File: src/source/lsu_pkg.sv
/*
  Shared widths, types and transfer attributes of the load/store unit.
  Only 32-bit data and addresses are supported.
  The outstanding-transfer limit is a parameter of the top level and is not set here.
*/

package lsu_pkg;

  ////////////////////////////////////////////////////////////
  // Widths
  ////////////////////////////////////////////////////////////

  // Data and address width
  parameter int unsigned XLEN = 32;

  // Byte lanes per word
  parameter int unsigned BE_W = XLEN / 8;

  typedef logic [XLEN-1:0] data_t;
  typedef logic [BE_W-1:0] be_t;

  // Byte offset inside one word
  typedef logic [1:0]      offset_t;

  ////////////////////////////////////////////////////////////
  // Access size and transfer attributes
  ////////////////////////////////////////////////////////////

  // Size code as seen from the execute stage
  typedef enum logic [1:0] {
    LSU_BYTE = 2'b00,
    LSU_HALF = 2'b01,
    LSU_WORD = 2'b10
  } lsu_size_e;

  // Attributes kept per bus transfer until its response
  typedef struct packed {
    lsu_size_e size;    // Size of the whole access
    logic      sext;    // Sign-extend a load result
    logic      we;      // Store when set
    offset_t   offset;  // Byte offset of the original address
    logic      last;    // Low only for the first half of a split access
  } lsu_txn_t;

endpackage

File: src/source/lsu_txn_if.sv
/*
  Carries the attributes of each granted transfer into the transfer queue.
  push is a one-cycle strobe per grant and is only raised while full is low.
*/

`timescale 1ns/100ps

interface lsu_txn_if;

  import lsu_pkg::*;

  // One strobe per granted bus transfer
  logic     push;
  // Attributes of that transfer
  lsu_txn_t txn;
  // Queue is at capacity
  logic     full;

  // Request side
  modport source (output push, output txn, input full);

  // Queue side
  modport sink (input push, input txn, output full);

endinterface

File: src/source/lsu_request_gen.sv
/*
  Address generation and bus request drive.
  ex inputs must be held until ex_ready_o is seen at a rising edge.
  A word at a nonzero offset, or a halfword at offset 3, is split into two transfers.
  data_req_o follows ex_valid_i combinationally while the queue is not full.
*/

`timescale 1ns/100ps

module lsu_request_gen (
  input  logic              clk,
  input  logic              rst_n,
  // Execute stage
  input  logic              ex_valid_i,
  output logic              ex_ready_o,
  input  lsu_pkg::data_t    ex_operand_a_i,
  input  lsu_pkg::data_t    ex_operand_b_i,
  input  lsu_pkg::data_t    ex_wdata_i,
  input  logic              ex_we_i,
  input  logic              ex_sext_i,
  input  lsu_pkg::lsu_size_e ex_size_i,
  // Bus request
  output logic              data_req_o,
  input  logic              data_gnt_i,
  output logic              data_we_o,
  output lsu_pkg::data_t    data_addr_o,
  output lsu_pkg::be_t      data_be_o,
  output lsu_pkg::data_t    data_wdata_o,
  // Accepted transfers
  lsu_txn_if.source         txn
);

  import lsu_pkg::*;

  data_t        addr;
  offset_t      offset;
  logic         is_split;
  logic         first_of_split;
  logic         gnt;
  logic [63:0]  wdata_pair;

  // Second address phase of a split access in progress
  logic         split_q;

  ////////////////////////////////////////////////////////////
  // Address and split detection
  ////////////////////////////////////////////////////////////

  assign addr   = ex_operand_a_i + ex_operand_b_i;
  assign offset = addr[1:0];

  // Access crosses a word boundary
  assign is_split = ((ex_size_i == LSU_WORD) && (offset != 2'b00)) ||
                    ((ex_size_i == LSU_HALF) && (offset == 2'b11));

  // First phase of a split access
  assign first_of_split = is_split && !split_q;

  // Back-pressure only from the transfer queue
  assign data_req_o = ex_valid_i && !txn.full;
  assign gnt        = data_req_o && data_gnt_i;

  // Held low over the first grant of a split access
  assign ex_ready_o = gnt && !first_of_split;

  always_ff @(posedge clk or negedge rst_n) begin
    if (!rst_n) begin
      split_q <= 1'b0;
    end else if (!ex_valid_i) begin
      // Dropped access leaves no half-done split behind
      split_q <= 1'b0;
    end else if (gnt) begin
      split_q <= first_of_split;
    end
  end

  ////////////////////////////////////////////////////////////
  // Byte enables
  ////////////////////////////////////////////////////////////

  always_comb begin
    if (!split_q) begin
      // Lanes past 3 fall off the 4-bit shift
      case (ex_size_i)
        LSU_BYTE: data_be_o = be_t'(4'b0001) << offset;
        LSU_HALF: data_be_o = be_t'(4'b0011) << offset;
        default:  data_be_o = be_t'(4'b1111) << offset;
      endcase
    end else begin
      // Remaining low lanes of the next word
      case (ex_size_i)
        LSU_HALF: data_be_o = be_t'(4'b0001);
        default:  data_be_o = ~(be_t'(4'b1111) << offset);
      endcase
    end
  end

  // Second phase goes to the next aligned word
  assign data_addr_o = split_q ? ({addr[XLEN-1:2], 2'b00} + data_t'(4)) : addr;
  assign data_we_o   = ex_we_i;

  // Rotate store data left by the byte offset, same in both phases
  assign wdata_pair   = {ex_wdata_i, ex_wdata_i} << {offset, 3'b000};
  assign data_wdata_o = wdata_pair[63:32];

  ////////////////////////////////////////////////////////////
  // Transfer attributes to the queue
  ////////////////////////////////////////////////////////////

  assign txn.push = gnt;

  always_comb begin
    txn.txn.size   = ex_size_i;
    txn.txn.sext   = ex_sext_i;
    txn.txn.we     = ex_we_i;
    txn.txn.offset = offset;
    txn.txn.last   = !first_of_split;
  end

endmodule

File: src/source/lsu_txn_queue.sv
/*
  In-order queue of outstanding transfer attributes.
  Holds MAX_OUTSTANDING entries, valid values are 1 to 4.
  Responses must arrive in grant order, one per transfer, stores included.
  A response with nothing held pulses protocol_err_o and pops nothing.
*/

`timescale 1ns/100ps

module lsu_txn_queue #(
  parameter int unsigned MAX_OUTSTANDING = 2
) (
  input  logic              clk,
  input  logic              rst_n,
  input  logic              data_rvalid_i,
  input  logic              ex_valid_i,
  output lsu_pkg::lsu_txn_t head_o,
  output logic              pop_o,
  output logic              busy_o,
  output logic              protocol_err_o,
  lsu_txn_if.sink           txn
);

  import lsu_pkg::*;

  localparam int unsigned PTR_W = (MAX_OUTSTANDING > 1) ? $clog2(MAX_OUTSTANDING) : 1;
  localparam int unsigned CNT_W = $clog2(MAX_OUTSTANDING + 1);

  lsu_txn_t           mem [MAX_OUTSTANDING];
  logic [PTR_W-1:0]   wr_ptr_q;
  logic [PTR_W-1:0]   rd_ptr_q;
  // Fill count
  logic [CNT_W-1:0]   count_q;
  logic               empty;

  // Wrap at the entry count, which need not be a power of two
  function automatic logic [PTR_W-1:0] ptr_inc(input logic [PTR_W-1:0] ptr);
    return (ptr == PTR_W'(MAX_OUTSTANDING - 1)) ? '0 : ptr + 1'b1;
  endfunction

  assign empty    = (count_q == '0);
  assign txn.full = (count_q == CNT_W'(MAX_OUTSTANDING));

  // Oldest outstanding transfer
  assign head_o = mem[rd_ptr_q];

  assign pop_o          = data_rvalid_i && !empty;
  assign protocol_err_o = data_rvalid_i && empty;

  // Outstanding work or a pending request
  assign busy_o = !empty || ex_valid_i;

  ////////////////////////////////////////////////////////////
  // Pointers and fill count
  ////////////////////////////////////////////////////////////

  always_ff @(posedge clk or negedge rst_n) begin
    if (!rst_n) begin
      wr_ptr_q <= '0;
      rd_ptr_q <= '0;
      count_q  <= '0;
    end else begin
      if (txn.push) begin
        wr_ptr_q <= ptr_inc(wr_ptr_q);
      end
      if (pop_o) begin
        rd_ptr_q <= ptr_inc(rd_ptr_q);
      end
      // Push and pop in one cycle leave the count alone
      case ({txn.push, pop_o})
        2'b10:   count_q <= count_q + 1'b1;
        2'b01:   count_q <= count_q - 1'b1;
        default: count_q <= count_q;
      endcase
    end
  end

  // Entry storage
  always_ff @(posedge clk) begin
    if (txn.push) begin
      mem[wr_ptr_q] <= txn.txn;
    end
  end

endmodule

File: src/source/lsu_rdata_align.sv
/*
  Load data realignment and extension.
  Acts on the head entry of the transfer queue in its response cycle.
  A split load yields a single result, at its second response.
  Store responses produce no result.
*/

`timescale 1ns/100ps

module lsu_rdata_align (
  input  logic              clk,
  input  logic              rst_n,
  input  logic              pop_i,
  input  lsu_pkg::lsu_txn_t head_i,
  input  lsu_pkg::data_t    data_rdata_i,
  output logic              rdata_valid_o,
  output lsu_pkg::data_t    rdata_o
);

  import lsu_pkg::*;

  logic         load_pop;
  logic         first_half;
  logic [63:0]  rdata_full;
  logic [63:0]  rdata_aligned;

  // Raw word of the first half of a split load
  data_t        rdata_q;
  // rdata_q holds a first half that awaits its second
  logic         half_held_q;

  assign load_pop   = pop_i && !head_i.we;
  assign first_half = load_pop && !head_i.last;

  ////////////////////////////////////////////////////////////
  // First half capture
  ////////////////////////////////////////////////////////////

  always_ff @(posedge clk or negedge rst_n) begin
    if (!rst_n) begin
      half_held_q <= 1'b0;
    end else if (first_half) begin
      half_held_q <= 1'b1;
    end else if (load_pop) begin
      half_held_q <= 1'b0;
    end
  end

  always_ff @(posedge clk) begin
    if (first_half) begin
      rdata_q <= data_rdata_i;
    end
  end

  ////////////////////////////////////////////////////////////
  // Join, realign and extend
  ////////////////////////////////////////////////////////////

  // Lower word is the earlier half when split
  assign rdata_full = half_held_q ? {data_rdata_i, rdata_q} : {data_rdata_i, data_rdata_i};

  // Byte at the access offset moves to lane 0
  assign rdata_aligned = rdata_full >> {head_i.offset, 3'b000};

  always_comb begin
    case (head_i.size)
      LSU_BYTE: rdata_o = {{24{head_i.sext & rdata_aligned[7]}}, rdata_aligned[7:0]};
      LSU_HALF: rdata_o = {{16{head_i.sext & rdata_aligned[15]}}, rdata_aligned[15:0]};
      default:  rdata_o = rdata_aligned[31:0];
    endcase
  end

  // Result only on the last response of a load
  assign rdata_valid_o = load_pop && head_i.last;

endmodule

File: src/source/lsu_top.sv
/*
  Load/store unit top level.
  Plain request/grant bus with in-order read-valid responses.
  Responses come at least one cycle after their grant, one per transfer.
  MAX_OUTSTANDING sets the number of transfers in flight, 1 to 4.
*/

`timescale 1ns/100ps

module lsu_top #(
  parameter int unsigned MAX_OUTSTANDING = 2
) (
  input  logic               clk,
  input  logic               rst_n,
  // Execute stage
  input  logic               ex_valid_i,
  output logic               ex_ready_o,
  input  lsu_pkg::data_t     ex_operand_a_i,
  input  lsu_pkg::data_t     ex_operand_b_i,
  input  lsu_pkg::data_t     ex_wdata_i,
  input  logic               ex_we_i,
  input  logic               ex_sext_i,
  input  lsu_pkg::lsu_size_e ex_size_i,
  // Data bus
  output logic               data_req_o,
  input  logic               data_gnt_i,
  output logic               data_we_o,
  output lsu_pkg::data_t     data_addr_o,
  output lsu_pkg::be_t       data_be_o,
  output lsu_pkg::data_t     data_wdata_o,
  input  logic               data_rvalid_i,
  input  lsu_pkg::data_t     data_rdata_i,
  // Load result and status
  output logic               rdata_valid_o,
  output lsu_pkg::data_t     rdata_o,
  output logic               busy_o,
  output logic               protocol_err_o
);

  import lsu_pkg::*;

  lsu_txn_t  head;
  logic      pop;

  // Granted transfers into the queue
  lsu_txn_if txn_if ();

  ////////////////////////////////////////////////////////////
  // Request side
  ////////////////////////////////////////////////////////////

  lsu_request_gen request_gen_inst (
    .clk            (clk),
    .rst_n          (rst_n),
    .ex_valid_i     (ex_valid_i),
    .ex_ready_o     (ex_ready_o),
    .ex_operand_a_i (ex_operand_a_i),
    .ex_operand_b_i (ex_operand_b_i),
    .ex_wdata_i     (ex_wdata_i),
    .ex_we_i        (ex_we_i),
    .ex_sext_i      (ex_sext_i),
    .ex_size_i      (ex_size_i),
    .data_req_o     (data_req_o),
    .data_gnt_i     (data_gnt_i),
    .data_we_o      (data_we_o),
    .data_addr_o    (data_addr_o),
    .data_be_o      (data_be_o),
    .data_wdata_o   (data_wdata_o),
    .txn            (txn_if)
  );

  ////////////////////////////////////////////////////////////
  // Outstanding transfers and response side
  ////////////////////////////////////////////////////////////

  lsu_txn_queue #(
    .MAX_OUTSTANDING (MAX_OUTSTANDING)
  ) txn_queue_inst (
    .clk            (clk),
    .rst_n          (rst_n),
    .data_rvalid_i  (data_rvalid_i),
    .ex_valid_i     (ex_valid_i),
    .head_o         (head),
    .pop_o          (pop),
    .busy_o         (busy_o),
    .protocol_err_o (protocol_err_o),
    .txn            (txn_if)
  );

  lsu_rdata_align rdata_align_inst (
    .clk           (clk),
    .rst_n         (rst_n),
    .pop_i         (pop),
    .head_i        (head),
    .data_rdata_i  (data_rdata_i),
    .rdata_valid_o (rdata_valid_o),
    .rdata_o       (rdata_o)
  );

endmodule

File: config.mk
export PLATFORM = sky130hd
export DESIGN_NAME = lsu_top
export DESIGN_NICKNAME = d
export VERILOG_FILES = /design/src/source/lsu_pkg.sv /design/src/source/lsu_txn_if.sv /design/src/source/lsu_request_gen.sv /design/src/source/lsu_txn_queue.sv /design/src/source/lsu_rdata_align.sv /design/src/source/lsu_top.sv
export SDC_FILE = /design/constraint.sdc
export NUM_CORES = 1
export LEC_CHECK = 0
export BUFFER_PORTS_ARGS = -buffer_cell sky130_fd_sc_hd__buf_2
export CAP_MARGIN = 10
export CORE_ASPECT_RATIO = 1.2
export CORE_MARGIN = 2
export CORE_UTILIZATION = 35
export DETAILED_ROUTE_END_ITERATION = 8
export HOLD_SLACK_MARGIN = 0.15
export SKIP_LAST_GASP = 1
export SLEW_MARGIN = 0
export SYNTH_ARGS = -nofsm -noshare
export SYNTH_HDL_FRONTEND = slang
export SYNTH_SLANG_ARGS = --single-unit
File: constraint.sdc
create_clock -name clk -period 6.5 [get_ports clk]
set_input_delay 1.3 -clock clk [delete_from_list [all_inputs] [get_ports clk]]
set_output_delay 1.3 -clock clk [all_outputs]
set_load 0.1 [all_outputs]
Yosys cells after proc, flatten, opt, wreduce, memory -nomap -nowiden
Memories as Yosys holds them, arrays and structs flattened.
Index checks and enable logic that the tools add are counted.
- flip-flop bits (word level): 38
- memory bits (writable): 14
- bits of input ports: 137
- output and inout port bits: 106
- word-level logic and storage cells: 69
- memories: 1
- add/sub/neg operators: 6
- equality and inequality tests: 8
- shift-type cells: 5
- mux-type cells: 15
- bitwise logic cells: 3
- reductions and logical operators: 25
- memory list (name ; words ; width ; read ports ; clocked after Yosys merged registers in ; wr ports ; line ; source):
    txn_queue_inst.mem ; 2 ; 7 ; 1 ; 0 ; 1 ; lsu_txn_queue.sv:29 ; lsu_txn_t mem [MAX_OUTSTANDING];
- operator list (kind ; number):
    $mux W32 ; 2
    $pmux W32 S2 ; 1
    $shl A64 B5 Y64 ; 1
    $shr A64 B5 Y32 ; 1
    $add A32 B3 Y32 const B ; 1
    $add A32 B32 Y32 ; 1
    $logic_and A1 B1 Y1 ; 11
    $eq A2 B2 Y1 const B ; 4
    $mux W1 ; 8
    $mux W4 ; 2
    $pmux W4 S2 ; 1
    $eq A2 B1 Y1 const B ; 3
    $logic_not A1 Y1 ; 6
    $logic_not A2 Y1 ; 3
    $reduce_bool A2 Y1 ; 3
    $not A4 Y4 ; 1
    $pmux W2 S2 ; 1
    $shl A1 B2 Y4 const A ; 1
    $shl A2 B2 Y4 const A ; 1
    $shl A4 B2 Y4 const A ; 1
    $add A1 B1 Y1 const B ; 2
    $add A2 B1 Y2 const B ; 1
    $and A1 B1 Y1 ; 2
    $logic_or A1 B1 Y1 ; 2
    2 further kinds ; 2

Logic depth before layout (Yosys ltp)
- depth in word-level cells: 7
- gate-level depth with buffers: 13
- gate-level depth less buffers: 13

Modules after synthesis
From an unflattened synthesis, not the netlist that was laid out.
- cells, all modules: 713
- area total of the unflattened synthesis: 6895.4 µm²
- by module, submodules not included (module ; instances ; cells an instance ; area each (µm²) ; sequential area each (µm²)):
    lsu_request_gen ; 1 ; 454 ; 3555.9 ; 25.0
    lsu_rdata_align ; 1 ; 219 ; 2630.0 ; 985.9
    lsu_txn_queue ; 1 ; 40 ; 709.4 ; 520.5

Worst setup path before layout
No wires, ideal clock.
- path type: in2out
- from: in ex_valid_i
- to: out ex_ready_o
- data arrival time: 5588 ps
- required time: 5200 ps
- slack: -388 ps
- stages on the path: 3
- path buffers: 0
- path through: a21boi_0 -> nand2_1 -> nor2b_1
- word-level cells in the longest chain between the ends: 3
- RTL lines (item ; line ; source):
    start: declaration ; lsu_top.sv:16 ; input logic ex_valid_i,
    $logic_and A1 B1 Y1 ; lsu_request_gen.sv:60 ; assign data_req_o = ex_valid_i && !txn.full;
    $logic_and A1 B1 Y1 ; lsu_request_gen.sv:61 ; assign gnt = data_req_o && data_gnt_i;
    $logic_and A1 B1 Y1 ; lsu_request_gen.sv:64 ; assign ex_ready_o = gnt && !first_of_split;
    end: declaration ; lsu_top.sv:17 ; output logic ex_ready_o,
No other way between the ends.

Final worst setup path
- from: in ex_operand_a_i[0]
- to: out data_addr_o[30]
- word-level cells in the longest chain between the ends: 3
- RTL lines (item ; line ; source):
    start: declaration ; lsu_top.sv:18 ; input lsu_pkg::data_t ex_operand_a_i,
    $add A32 B32 Y32 (*) ; lsu_request_gen.sv:49 ; assign addr = ex_operand_a_i + ex_operand_b_i;
    $add A32 B3 Y32 ; lsu_request_gen.sv:99 ; assign data_addr_o = split_q ? ({addr[XLEN-1:2], 2'b00} + data_t'(4)) : addr;
    $mux W32 (*) ; lsu_request_gen.sv:99 ;
    end: declaration ; lsu_top.sv:28 ; output lsu_pkg::data_t data_addr_o,
Mark *: on every way between the ends. The rest lies on a longest branch, timed or not.

==> impl_metrics.json <==
{
  "status": "finished, final reports clean",
  "htreeDepth": 2,
  "dp.cells": 1152,
  "pre_cts_slack_ps": 370,
  "gp_congestion": 0.872,
  "synthArstFlopShare_pct": 11.5,
  "wl_um": 18500,
  "hp-class": "flip-flop to flip-flop",
  "fp.dieW_um": 131,
  "yosys-top-cells-area": "edfxtp_1 (21%), mux4_2 (13%), mux2i_1 (11%)",
  "p_per_area_mw_per_mm2": 456,
  "synthTopCellsByCount": "mux2i_1 (71), nor2_1 (62), a21oi_1 (61)",
  "synth_cell_types": 81,
  "syn_inst": 693,
  "grt_antenna_before_repair": 0,
  "drv_cap": 0,
  "dieHeight_um": 156,
  "irDropWorstVdd_mv": 0.552,
  "cts_tree": "yes",
  "nets": 1074,
  "rows": 55,
  "synth_nets": 864,
  "gr-usage-met1_pct": 22.3,
  "synth_top_flop_cell": "edfxtp_1",
  "drc_errors": 0,
  "fin_cells": 1161,
  "synth.most_common_cell": "mux2i_1",
  "timing.fmax_mhz": 164,
  "maxSlewHeadroom_pct": 30.2,
  "clk_pin_slew_ps": 80,
  "crit_arrival_ps": 4810,
  "grt_pass1_wl_um": 29100,
  "num_io_pins": 243,
  "postCtsHoldBufs": 0,
  "use_met3_pct": 2.06,
  "drt_iter0_markers": 301,
  "fin_tns_setup_ps": 0,
  "cp.required_ps": 5200,
  "cp_max_fo": 7,
  "fin_util_pct": 44.0,
  "synth_enable_flop_cells": 46,
  "setup.worst_path.start_class": "input pin",
  "grt_max_degree": 54,
  "tightestPinTransition_ps": 1050,
  "gr-total-overflow": 0,
  "core_area_mm2": 0.0189,
  "cts_setup_buffers": 0,
  "rsz0062_at_grt": "no",
  "grt_pass1_vias": 5892,
  "yosysWarnings": 0,
  "setup_viol": 0,
  "cts_resized": 0,
  "dpl.hpwl_um": 14900,
  "via_per_inst": 5.36,
  "top_usage_layer": "met2",
  "finalCritPeriodShare_pct": 94.0,
  "crit_path_end_kind": "primary output",
  "final_area_mm2": 0.00831,
  "areaGrowthSynthToFinish_pct": 23.4,
  "clock_sinks": 52,
  "fin_hold_ws_ps": 506,
  "avgSynthCellArea_um2": 9.71,
  "period_needed_ps": 6110,
  "vias": 6222,
  "yosys.area.top_type": "edfxtp_1",
  "synth_top_area_share_pct": 20.5,
  "initial_core_util_pct": 35.7,
  "leakage_nw": 3.52,
  "clock_skew_ps": 12.7,
  "drive_gt1_share_pct": 38.8,
  "yosysSeqAreaShare_pct": 22.8,
  "cts_root_buffer": "clkbuf_16",
  "syn_area_mm2": 0.00673,
  "grtUsageMet2_pct": 31.6,
  "setup_slack_ps": 390,
  "worst-setup-path-type": "input pin to primary output",
  "port_buffers": 242,
  "synth_seq_cells": 52,
  "dieArea_mm2": 0.0204,
  "track_usage_pct": 17.4,
  "routedWlPerCell_um": 16.0,
  "cts_buffers": 5,
  "dpl-instance-area_mm2": 0.00815,
  "total_power_mw": 3.79,
  "drtPass1Iterations": 4,
  "ant_nets": 0,
  "clk_latency_ps": 300,
  "clk_path_buf_depth": 2,
  "final_hold_viol_count": 0,
  "drv_slew": 0
}
## cell families after synthesis
logic type | after synthesis | synth area share (%)
fa+ha+maj | 34 | 6.43
xor+xnor | 54 | 7.25
mux | 124 | 26.2
flops | 52 | 22.8
buf+inv | 56 | 3.74
simple gates | 202 | 16.6
compound gates | 171 | 17.0
## path summary, 6_finish.rpt
path	startpoint	endpoint	slack [ps]	depth (start not counted)
worst min-delay path	txn_queue_inst.wr_ptr_q$_DFFE_PN0P_	txn_queue_inst.wr_ptr_q$_DFFE_PN0P_	510	1
worst min register to register	txn_queue_inst.wr_ptr_q$_DFFE_PN0P_	txn_queue_inst.wr_ptr_q$_DFFE_PN0P_	510	1
min in group asynchronous	rst_n	txn_queue_inst.wr_ptr_q$_DFFE_PN0P_	820	1
max in group asynchronous	rst_n	rdata_align_inst.half_held_q$_DFFE_PN0P_	5510	1
worst max register to register	txn_queue_inst.rd_ptr_q$_DFFE_PN0P_	rdata_align_inst.rdata_q[28]$_DFFE_PP_	4560	3
worst max-delay path	ex_operand_a_i[0]	data_addr_o[30]	390	13
## state kept, by name (all words and copies together) (netlist names)
| register | count |
|---|---|
| txn_queue_inst.count_q | 2 |
| rdata_align_inst.half_held_q | 1 |
| request_gen_inst.split_q | 1 |
| rdata_align_inst.rdata_q | 32 |
| txn_queue_inst.rd_ptr_q | 1 |
| txn_queue_inst.wr_ptr_q | 1 |
| txn_queue_inst.mem | 14 |
## area by class of cell
| cell class | instances | area [um^2] |
|---|---|---|
| Antenna cell | 1 | 2.50 |
| Clock buffer | 5 | 125 |
| Clock inverter | 3 | 25.0 |
| Fill cell | 1918 | 10600 |
| Inverter | 10 | 37.5 |
| Multi-Input combinational cell | 585 | 5000 |
| Sequential cell | 52 | 1530 |
| Tap cell | 256 | 320 |
| Timing Repair Buffer | 249 | 1260 |
## worst max-delay path: stages
cell and delay (ps):
buf_2 100, ha_2 190, fa_2 350, a21o_2 230, a221oi_4 430, mux2i_1 300, o211ai_2 140, nand4bb_4 280
nor4_4 460, nand3_1 180, nor4_2 250, xor2_2 150, buf_2 430
## report_power, final
group          switching [mW]  internal, mW
clock                   0.125         0.146
combinational            2.39         0.658
sequential             0.0477         0.426
total                    2.56          1.23
## routing by layer
metal / wire [um] / part of all wire [%]
met1: 7980 / 43
met2: 9460 / 51
met4: 205 / 1.1
met3: 872 / 4.7
met5: 0 / 0
## cell usage in the layout, fill, tap and decap left out, drive strengths merged, types with 22 or more instances in the layout
cell,n
ha,33
mux4,40
o21ai,43
a21oi,66
xnor2,32
nor2,62
mux2i,71
nand2,39
edfxtp,46
xor2,22
buf,249
Note: power is estimated with default switching activity, not from simulation.
